## config.mk

```make
export PLATFORM = sky130hd
export DESIGN_NAME = eth_rx_vram
export DESIGN_NICKNAME = d
export VERILOG_FILES = /design/src/logic/eth_rx_pkg.sv /design/src/logic/rmii_dibit_assembler.sv /design/src/logic/eth_frame_parser.sv /design/src/logic/ffcp_fgp_parser.sv /design/src/logic/color_packer.sv /design/src/logic/vram_writer.sv /design/src/logic/eth_rx_vram.sv
export SDC_FILE = /design/constraint.sdc
export NUM_CORES = 1
export LEC_CHECK = 0
export ABC_AREA = 1
export BUFFER_PORTS_ARGS = -buffer_cell sky130_fd_sc_hd__buf_2
export CORE_MARGIN = 8
export CORE_UTILIZATION = 35
export CTS_CLUSTER_SIZE = 30
export DETAILED_ROUTE_END_ITERATION = 8
export PLACE_DENSITY = 0.52
export SKIP_CTS_REPAIR_TIMING = 1
export SYNTH_ARGS = -nofsm -noshare
export SYNTH_HDL_FRONTEND = slang
export SYNTH_SLANG_ARGS = --single-unit
```

## constraint.sdc

```tcl
create_clock -name clk -period 4.1 [get_ports clk]
set_clock_uncertainty 0.2 [all_clocks]
set_input_delay 1.025 -clock clk [delete_from_list [all_inputs] [get_ports clk]]
set_output_delay 1.025 -clock clk [all_outputs]
set_load 0.005 [all_outputs]
```

## src/logic/eth_rx_pkg.sv

```systemverilog
// Shared widths, Ethernet and FFCP protocol constants, and data types of the receive path
`default_nettype none

package eth_rx_pkg;

	// Basic widths
	localparam int byte_len = 8;
	typedef logic [byte_len-1:0] byte_t;

	// 12-bit colors, four bits per channel
	localparam int color_len = 12;
	typedef logic [color_len-1:0] color_t;

	// One FGP packet fills one 64-color row of video memory
	localparam int fgp_data_len_colors = 64;
	localparam int fgp_data_len_bytes = 96;

	// Video memory write port
	localparam int vram_addr_len = 14;
	typedef logic [vram_addr_len-1:0] vram_addr_t;

	// Ethernet framing
	localparam int eth_preamble_len = 7;
	localparam byte_t eth_preamble_byte = 8'h55;
	localparam byte_t eth_sfd_byte = 8'hd5;
	localparam int eth_mac_len = 6;

	// FFCP ethertype, high byte on the wire first
	localparam logic [2*byte_len-1:0] ffcp_ethertype = 16'h8801;

	// FFCP header fields
	typedef logic [byte_len-1:0] ffcp_type_t;
	typedef logic [byte_len-1:0] ffcp_index_t;

	localparam ffcp_type_t ffcp_type_syn = 8'd0;
	localparam ffcp_type_t ffcp_type_msg = 8'd1;
	localparam ffcp_type_t ffcp_type_ack = 8'd2;

endpackage

`default_nettype wire

```

## src/logic/rmii_dibit_assembler.sv

```systemverilog
// RMII receive front end: dibit-to-byte assembly with frame end and receive error strobes
`timescale 1ns/1ns
`default_nettype none

module rmii_dibit_assembler (
	input  wire                  clk,
	input  wire                  eth_rx_downstream_rst,
	input  wire                  crsdv,
	input  wire [1:0]            rxd,
	input  wire                  rxerr,
	output logic                 byte_valid,
	output eth_rx_pkg::byte_t    byte_data,
	output logic                 frame_end,
	output logic                 rx_abort
);

	logic [1:0]        phase;
	logic              crsdv_q;
	logic              aborted;
	eth_rx_pkg::byte_t shift;

	// Control path
	always_ff @(posedge clk) begin
		if (eth_rx_downstream_rst) begin
			phase <= 2'd0;
			crsdv_q <= 1'b0;
			aborted <= 1'b0;
			byte_valid <= 1'b0;
			frame_end <= 1'b0;
			rx_abort <= 1'b0;
		end else begin
			crsdv_q <= crsdv;
			frame_end <= crsdv_q && !crsdv;
			// Only the first error of a frame is reported
			rx_abort <= crsdv && rxerr && !aborted;
			byte_valid <= crsdv && !rxerr && !aborted && phase == 2'd3;
			if (!crsdv) begin
				phase <= 2'd0;
				aborted <= 1'b0;
			end else if (rxerr) begin
				// Rest of the frame is ignored until carrier drops
				phase <= 2'd0;
				aborted <= 1'b1;
			end else begin
				phase <= phase + 2'd1;
			end
		end
	end

	// Dibits arrive LSB first, so shift in from the top
	always_ff @(posedge clk) begin
		if (crsdv) begin
			shift <= {rxd, shift[7:2]};
			if (phase == 2'd3)
				byte_data <= {rxd, shift[7:2]};
		end
	end

endmodule

`default_nettype wire

```

## src/logic/eth_frame_parser.sv

```systemverilog
// Ethernet header checker: preamble, start delimiter, MAC skip and ethertype match
`timescale 1ns/1ns
`default_nettype none

module eth_frame_parser (
	input  wire                  clk,
	input  wire                  eth_rx_downstream_rst,
	input  wire                  byte_valid,
	input  eth_rx_pkg::byte_t    byte_data,
	input  wire                  frame_end,
	input  wire                  rx_abort,
	output logic                 payload_valid,
	output eth_rx_pkg::byte_t    payload_data,
	output logic                 payload_end,
	output logic                 frame_err
);

	typedef enum logic [2:0] {
		st_preamble,
		st_sfd,
		st_mac,
		st_type_hi,
		st_type_lo,
		st_payload,
		st_drop
	} state_t;

	state_t     state;
	// Counts preamble bytes, then MAC bytes
	logic [3:0] hdr_cnt;

	always_ff @(posedge clk) begin
		if (eth_rx_downstream_rst) begin
			state <= st_preamble;
			hdr_cnt <= 4'd0;
			payload_valid <= 1'b0;
			payload_end <= 1'b0;
			frame_err <= 1'b0;
		end else begin
			payload_valid <= 1'b0;
			payload_end <= frame_end || rx_abort;
			frame_err <= rx_abort;
			if (frame_end || rx_abort) begin
				state <= st_preamble;
				hdr_cnt <= 4'd0;
			end else if (byte_valid) begin
				case (state)
					st_preamble: begin
						if (byte_data != eth_rx_pkg::eth_preamble_byte) begin
							state <= st_drop;
						end else if (hdr_cnt == 4'(eth_rx_pkg::eth_preamble_len - 1)) begin
							state <= st_sfd;
							hdr_cnt <= 4'd0;
						end else begin
							hdr_cnt <= hdr_cnt + 4'd1;
						end
					end
					st_sfd: begin
						if (byte_data == eth_rx_pkg::eth_sfd_byte)
							state <= st_mac;
						else
							state <= st_drop;
					end
					st_mac: begin
						// Destination and source MAC, not checked
						if (hdr_cnt == 4'(2 * eth_rx_pkg::eth_mac_len - 1)) begin
							state <= st_type_hi;
							hdr_cnt <= 4'd0;
						end else begin
							hdr_cnt <= hdr_cnt + 4'd1;
						end
					end
					st_type_hi: begin
						if (byte_data == eth_rx_pkg::ffcp_ethertype[15:8])
							state <= st_type_lo;
						else
							state <= st_drop;
					end
					st_type_lo: begin
						if (byte_data == eth_rx_pkg::ffcp_ethertype[7:0])
							state <= st_payload;
						else
							state <= st_drop;
					end
					st_payload: begin
						payload_valid <= 1'b1;
					end
					default: begin
						// Drop holds until frame end
						state <= st_drop;
					end
				endcase
			end
		end
	end

	always_ff @(posedge clk) begin
		if (byte_valid)
			payload_data <= byte_data;
	end

endmodule

`default_nettype wire

```

## src/logic/ffcp_fgp_parser.sv

```systemverilog
// FFCP header and FGP payload parser: type, index, offset and data byte strobes
`timescale 1ns/1ns
`default_nettype none

module ffcp_fgp_parser (
	input  wire                    clk,
	input  wire                    eth_rx_downstream_rst,
	input  wire                    payload_valid,
	input  eth_rx_pkg::byte_t      payload_data,
	input  wire                    payload_end,
	output logic                   meta_valid,
	output eth_rx_pkg::ffcp_type_t  ffcp_type,
	output eth_rx_pkg::ffcp_index_t ffcp_index,
	output logic                   offset_valid,
	output eth_rx_pkg::byte_t      fgp_offset,
	output logic                   data_valid,
	output eth_rx_pkg::byte_t      data_byte,
	output logic                   frame_restart
);

	// 0 type, 1 index, 2 offset, 3 data
	logic [1:0] hdr_pos;
	logic [6:0] data_cnt;
	logic       is_msg;
	logic       type_known;

	assign type_known = ffcp_type == eth_rx_pkg::ffcp_type_syn ||
		ffcp_type == eth_rx_pkg::ffcp_type_msg ||
		ffcp_type == eth_rx_pkg::ffcp_type_ack;

	always_ff @(posedge clk) begin
		if (eth_rx_downstream_rst) begin
			hdr_pos <= 2'd0;
			data_cnt <= 7'd0;
			is_msg <= 1'b0;
			meta_valid <= 1'b0;
			offset_valid <= 1'b0;
			data_valid <= 1'b0;
			frame_restart <= 1'b0;
		end else begin
			meta_valid <= 1'b0;
			offset_valid <= 1'b0;
			data_valid <= 1'b0;
			frame_restart <= payload_end;
			if (payload_end) begin
				hdr_pos <= 2'd0;
				data_cnt <= 7'd0;
				is_msg <= 1'b0;
			end else if (payload_valid) begin
				case (hdr_pos)
					2'd0: begin
						hdr_pos <= 2'd1;
						is_msg <= payload_data == eth_rx_pkg::ffcp_type_msg;
					end
					2'd1: begin
						hdr_pos <= 2'd2;
						meta_valid <= type_known;
					end
					2'd2: begin
						// SYN and ACK carry no FGP payload
						hdr_pos <= 2'd3;
						offset_valid <= is_msg;
					end
					default: begin
						if (is_msg && data_cnt < 7'(eth_rx_pkg::fgp_data_len_bytes)) begin
							data_valid <= 1'b1;
							data_cnt <= data_cnt + 7'd1;
						end
					end
				endcase
			end
		end
	end

	always_ff @(posedge clk) begin
		if (payload_valid) begin
			data_byte <= payload_data;
			case (hdr_pos)
				2'd0: ffcp_type <= payload_data;
				2'd1: ffcp_index <= payload_data;
				2'd2: fgp_offset <= payload_data;
				default: ;
			endcase
		end
	end

endmodule

`default_nettype wire

```

## src/logic/color_packer.sv

```systemverilog
// Byte-to-color packer: three data bytes become two 12-bit colors
`timescale 1ns/1ns
`default_nettype none

module color_packer (
	input  wire                  clk,
	input  wire                  eth_rx_downstream_rst,
	input  wire                  frame_restart,
	input  wire                  data_valid,
	input  eth_rx_pkg::byte_t    data_byte,
	output logic                 color_valid,
	output eth_rx_pkg::color_t   color
);

	logic [1:0]        phase;
	eth_rx_pkg::byte_t hold;

	always_ff @(posedge clk) begin
		if (eth_rx_downstream_rst) begin
			phase <= 2'd0;
			color_valid <= 1'b0;
		end else begin
			color_valid <= 1'b0;
			if (frame_restart) begin
				phase <= 2'd0;
			end else if (data_valid) begin
				color_valid <= phase != 2'd0;
				phase <= (phase == 2'd2) ? 2'd0 : phase + 2'd1;
			end
		end
	end

	// b0 b1 b2 -> {b0, b1 high nibble} then {b1 low nibble, b2}
	always_ff @(posedge clk) begin
		if (data_valid) begin
			case (phase)
				2'd0: hold <= data_byte;
				2'd1: begin
					color <= {hold, data_byte[7:4]};
					hold <= data_byte;
				end
				default: color <= {hold[3:0], data_byte};
			endcase
		end
	end

endmodule

`default_nettype wire

```

## src/logic/vram_writer.sv

```systemverilog
// Video memory write port driver: row base from the FGP offset plus a color counter
`timescale 1ns/1ns
`default_nettype none

module vram_writer (
	input  wire                     clk,
	input  wire                     eth_rx_downstream_rst,
	input  wire                     frame_restart,
	input  wire                     offset_valid,
	input  eth_rx_pkg::byte_t       fgp_offset,
	input  wire                     color_valid,
	input  eth_rx_pkg::color_t      color,
	output logic                    vram_we,
	output eth_rx_pkg::vram_addr_t  vram_waddr,
	output eth_rx_pkg::color_t      vram_win
);

	localparam int cnt_len = eth_rx_pkg::vram_addr_len - eth_rx_pkg::byte_len;

	eth_rx_pkg::byte_t  row_base;
	// One extra bit marks a full row
	logic [cnt_len:0]   color_cnt;
	logic               row_open;

	assign row_open = color_cnt < (cnt_len + 1)'(eth_rx_pkg::fgp_data_len_colors);

	always_ff @(posedge clk) begin
		if (eth_rx_downstream_rst) begin
			vram_we <= 1'b0;
			color_cnt <= '0;
		end else begin
			vram_we <= 1'b0;
			if (frame_restart || offset_valid) begin
				color_cnt <= '0;
			end else if (color_valid && row_open) begin
				vram_we <= 1'b1;
				color_cnt <= color_cnt + 1'b1;
			end
		end
	end

	always_ff @(posedge clk) begin
		if (offset_valid)
			row_base <= fgp_offset;
		if (color_valid) begin
			vram_waddr <= {row_base, color_cnt[cnt_len-1:0]};
			vram_win <= color;
		end
	end

endmodule

`default_nettype wire

```

## src/logic/eth_rx_vram.sv

```systemverilog
// Top level of the Ethernet receive path from RMII pins to the video memory write port
`timescale 1ns/1ns
`default_nettype none

module eth_rx_vram (
	input  wire                     clk,
	input  wire                     eth_rx_downstream_rst,
	input  wire                     crsdv,
	input  wire [1:0]               rxd,
	input  wire                     rxerr,
	output logic                    meta_valid,
	output eth_rx_pkg::ffcp_type_t  ffcp_type,
	output eth_rx_pkg::ffcp_index_t ffcp_index,
	output logic                    frame_err,
	output logic                    vram_we,
	output eth_rx_pkg::vram_addr_t  vram_waddr,
	output eth_rx_pkg::color_t      vram_win
);

	// Assembler to frame parser
	logic              byte_valid;
	eth_rx_pkg::byte_t byte_data;
	logic              frame_end;
	logic              rx_abort;

	// Frame parser to FFCP parser
	logic              payload_valid;
	eth_rx_pkg::byte_t payload_data;
	logic              payload_end;

	// FFCP parser to packer and writer
	logic              offset_valid;
	eth_rx_pkg::byte_t fgp_offset;
	logic              data_valid;
	eth_rx_pkg::byte_t data_byte;
	logic              frame_restart;

	logic               color_valid;
	eth_rx_pkg::color_t color;

	rmii_dibit_assembler i_rmii_dibit_assembler (
		.clk(clk), .eth_rx_downstream_rst(eth_rx_downstream_rst),
		.crsdv(crsdv), .rxd(rxd), .rxerr(rxerr),
		.byte_valid(byte_valid), .byte_data(byte_data),
		.frame_end(frame_end), .rx_abort(rx_abort));

	eth_frame_parser i_eth_frame_parser (
		.clk(clk), .eth_rx_downstream_rst(eth_rx_downstream_rst),
		.byte_valid(byte_valid), .byte_data(byte_data),
		.frame_end(frame_end), .rx_abort(rx_abort),
		.payload_valid(payload_valid), .payload_data(payload_data),
		.payload_end(payload_end), .frame_err(frame_err));

	ffcp_fgp_parser i_ffcp_fgp_parser (
		.clk(clk), .eth_rx_downstream_rst(eth_rx_downstream_rst),
		.payload_valid(payload_valid), .payload_data(payload_data),
		.payload_end(payload_end),
		.meta_valid(meta_valid), .ffcp_type(ffcp_type), .ffcp_index(ffcp_index),
		.offset_valid(offset_valid), .fgp_offset(fgp_offset),
		.data_valid(data_valid), .data_byte(data_byte),
		.frame_restart(frame_restart));

	color_packer i_color_packer (
		.clk(clk), .eth_rx_downstream_rst(eth_rx_downstream_rst),
		.frame_restart(frame_restart),
		.data_valid(data_valid), .data_byte(data_byte),
		.color_valid(color_valid), .color(color));

	vram_writer i_vram_writer (
		.clk(clk), .eth_rx_downstream_rst(eth_rx_downstream_rst),
		.frame_restart(frame_restart),
		.offset_valid(offset_valid), .fgp_offset(fgp_offset),
		.color_valid(color_valid), .color(color),
		.vram_we(vram_we), .vram_waddr(vram_waddr), .vram_win(vram_win));

endmodule

`default_nettype wire

```

==> reports/metrics.csv <==
stage,metric,value,unit
synth,Mean Syn Cell Area,12.9,um2
synth,number of synthesized flops with an enable pin,108,
die,Die X,141,um
sta,headroom to the max-slew limit,55.6,%
route,drt wl/cell,13.4,um
pwr,Sequential Power Share,51.7,%
flow_run,Max-Cap Viols,0,
worst_setup_path,register-to-register setup slack,2.30,ns
sta,Final Critical Period,2.20,ns
pwr,Internal,2.52,mW
sta,Slew @ Worst Pin,0.663,ns
die,std cell rows,45,
place,DP HPWL,6590,um
synth,post-synth cell types,30,
worst_setup_path,Worst R2R End,i_vram_writer.color_cnt[5],
clock_tree,CTS Sinks,150,
synth,Main synth FF type,edfxtp_1,
die,Die Area,19800,um2
die,I/O Pins,51,
finish,share of layout cells above drive strength 1,21.0,%
synth,asr flop ratio synth,0,%
synth,syn nets,436,
place,GP Congestion,0.789,
pwr,Pleak,2.44,nW
worst_setup_path,"delay-heaviest family, CP",flip-flops,
global_routing,GRT Total Usage,9.98,%
worst_setup_path,Crit Path Category,reg2out,
worst_setup_path,CP startpoint kind,register,
pwr,PD cells,482,nW/um2
global_routing,first-pass GRT wire length,15200,um
worst_setup_path,slowest cell on the critical path,edfxtp_1,
global_routing,vias in the first global route,3024,
global_routing,"Remaining Overflow, GRT",0,
clock_tree,TritonCTS Buffers,17,
route,total wire length,9240,um
clock_tree,root buffer cell,clkbuf_16,
route,vias per inst,4.44,
worst_setup_path,worst-path cell chain,buf_2,
finish,"Core Util, Final",42.7,%
min_path,WHS Path Cells,0,
route,first-pass detailed-route iteration total,4,
pwr,switching share of power,19.4,%
min_path,"Endpoint, Worst Hold",i_vram_writer.row_base[1],
worst_setup_path,element type at the critical path end,output port,
synth,Seq cells post-synth,150,
sta,Final Cycle Share,53.6,%
run_status,outcome,"finished, final reports clean",
synth,"top cells by area, synth","edfxtp_1, dfxtp_1, nand2_1",
route,Residual DRC,0,
worst_setup_path,CP arrival,0.97,ns
clock_tree,TritonCTS clock tree,built,
sta,Pins Over Slew Limit,0,
die,starting density of the core,35.8,%
global_routing,initial antenna violation count,0,
die,core area,15200,um2
min_path,hold_sp,i_ffcp_fgp_parser.fgp_offset[1],
sta,fmax,0.455,GHz
worst_setup_path,Critical R2R Launch,i_color_packer.color_valid,
place,placed insts,657,
clock_tree,clock latency on the worst-skew pair,0.41,ns
synth,Synth top area share,59.6,%
global_routing,largest net degree at the start of global routing,28,
route,Iteration-0 DRC Markers,154,
min_path,Hold WC Path Type,reg2reg,
finish,Area Growth Syn to Fin,19.3,%
sta,final count of hold timing violations,0,
die,die height,141,um
synth,Post-Synthesis Cell Area,5440,um2
sta,Final setup viols,0,
worst_setup_path,worst-case reg-to-reg path depth,8,
clock_tree,CTS H-tree lvls,4,
route,routed vias,3062,
synth,leading area contributor after synthesis,edfxtp_1,
sta,RSZ-0062 raised after global routing,false,
clock_tree,"CTS clk-pin slew, worst paths",0.06,ns
pwr,VDD IR-drop max,0.303,mV
pwr,net switching power figure,0.606,mW
route,Routed Antenna Nets,0,
pwr,Clock power frac,47.6,%
synth,Synth Instances,421,
worst_setup_path,Max stage delay on crit path,0.41,ns
worst_setup_path,worst path bufs/invs,1,
synth,Synthesis Warnings,0,
worst_setup_path,Crit Path Max Fanout,1,
sta,Setup TNS,0,ns
finish,Post-Layout Cell Count,689,
place,Buffers on Ports,50,
pwr,combinational fraction of design power,0.7,%
worst_setup_path,Worst Path Required,2.87,ns
finish,Nets,503,
synth,post-synthesis sequential area ratio,75.1,%
clock_tree,clk buf depth,2,
finish,ant diodes,0,
## stage by stage
stage	instance area [um2]	hold slack [ns]	power [mW]	setup WS (ns)
after floorplan	5440	0.200	1.66	2.04
after global placement	5920	0.201	1.67	1.72
after detailed placement	5920	0.205	1.67	1.59
after CTS	6490	0.219	3.17	1.86
after global routing	6490	0.221	3.24	1.83
final	6490	0.218	3.13	1.90
## final cells by class
type | instances | area, um2
fill | 1439 | 8710
sequential | 150 | 4080
multi-input combinational | 217 | 1150
clock buffer | 18 | 439
timing repair buffer | 51 | 258
tap | 188 | 235
inverter | 51 | 194
clock inverter | 14 | 133
## placed cells by master (no fill, tap or decap), types with 3 or more instances in the layout
cell type	count
edfxtp_1	108
nand2_1	66
nor2_1	50
buf_2	50
inv_1	47
dfxtp_1	42
a21oi_1	19
nand3_1	18
clkbuf_16	17
o21ai_0	10
ha_1	9
mux2_2	8
nand4_1	6
nor2_2	4
nor3_1	4
clkinvlp_4	4
clkinv_1	4
nor4_1	3
inv_2	3
nand2_2	3
## layer usage
layer	part of all wire, %	vias up	global-route usage [%]	wire length, um
met4	2.2	0	5.77	202
met5	0	-	0	0
met2	49	50	16.7	4550
met3	4.7	11	3.78	430
li1	-	1577	-	-
met1	44	1424	10.7	4050
## cells by family (layout without fill, tap and decap cells)
logic type      after synthesis  count (layout)  share of synthesized area (%)
buf+inv                      54             134                           3.84
simple gates                164             164                           13.8
fa+ha+maj                     9               9                           2.07
flops                       150             150                           75.1
mux                           8               8                           1.66
xor+xnor                      2               2                          0.322
compound gates               34              34                           3.31
## registers in the layout (all words and copies together), names as in the netlist, 8 cells and up
name,cells
i_vram_writer.vram_waddr,14
i_rmii_dibit_assembler.byte_data,8
i_color_packer.color,12
i_vram_writer.row_base,8
i_ffcp_fgp_parser.fgp_offset,8
i_eth_frame_parser.payload_data,8
i_ffcp_fgp_parser.ffcp_type,8
i_ffcp_fgp_parser.ffcp_index,8
i_ffcp_fgp_parser.data_byte,8
i_color_packer.hold,8
i_vram_writer.vram_win,12
## synthesized netlist by cell type, types with 3 or more instances
library cell    n
nor4_1          3
nand2_1        66
inv_1          47
nor2_1         50
inv_2           3
o21ai_0        10
nor2_2          4
nor3_1          4
nand3_1        18
dfxtp_1        42
mux2_2          8
ha_1            9
edfxtp_1      108
buf_2           3
nand4_1         6
a21oi_1        19
nand2_2         3
## worst max path at each step
| stage | startpoint | end | cells past startpoint |
|---|---|---|---|
| 2_1_floorplan | eth_rx_downstream_rst | i_vram_writer.color_cnt[3] | 7 |
| 3_3_place_gp | eth_rx_downstream_rst | i_ffcp_fgp_parser.data_valid | 4 |
| 3_5_place_dp | eth_rx_downstream_rst | i_ffcp_fgp_parser.data_valid | 4 |
| 4_1_cts | i_ffcp_fgp_parser.ffcp_index[7] | ffcp_index[7] | 1 |
| 5_1_grt | eth_rx_downstream_rst | i_ffcp_fgp_parser.data_valid | 4 |
| 6_report | i_ffcp_fgp_parser.ffcp_index[4] | ffcp_index[4] | 1 |
## power by group through the flow
stage / combinational (mW) / sequential, mW / clock (mW)
3_5_place_dp: 0.0210 / 1.65 / 0
6_report: 0.0205 / 1.62 / 1.49
3_3_place_gp: 0.0201 / 1.65 / 0
4_1_cts: 0.0210 / 1.62 / 1.53
5_1_grt: 0.0244 / 1.62 / 1.59
2_1_floorplan: 0.0129 / 1.65 / 0
Power figures use the tool's default switching activity.
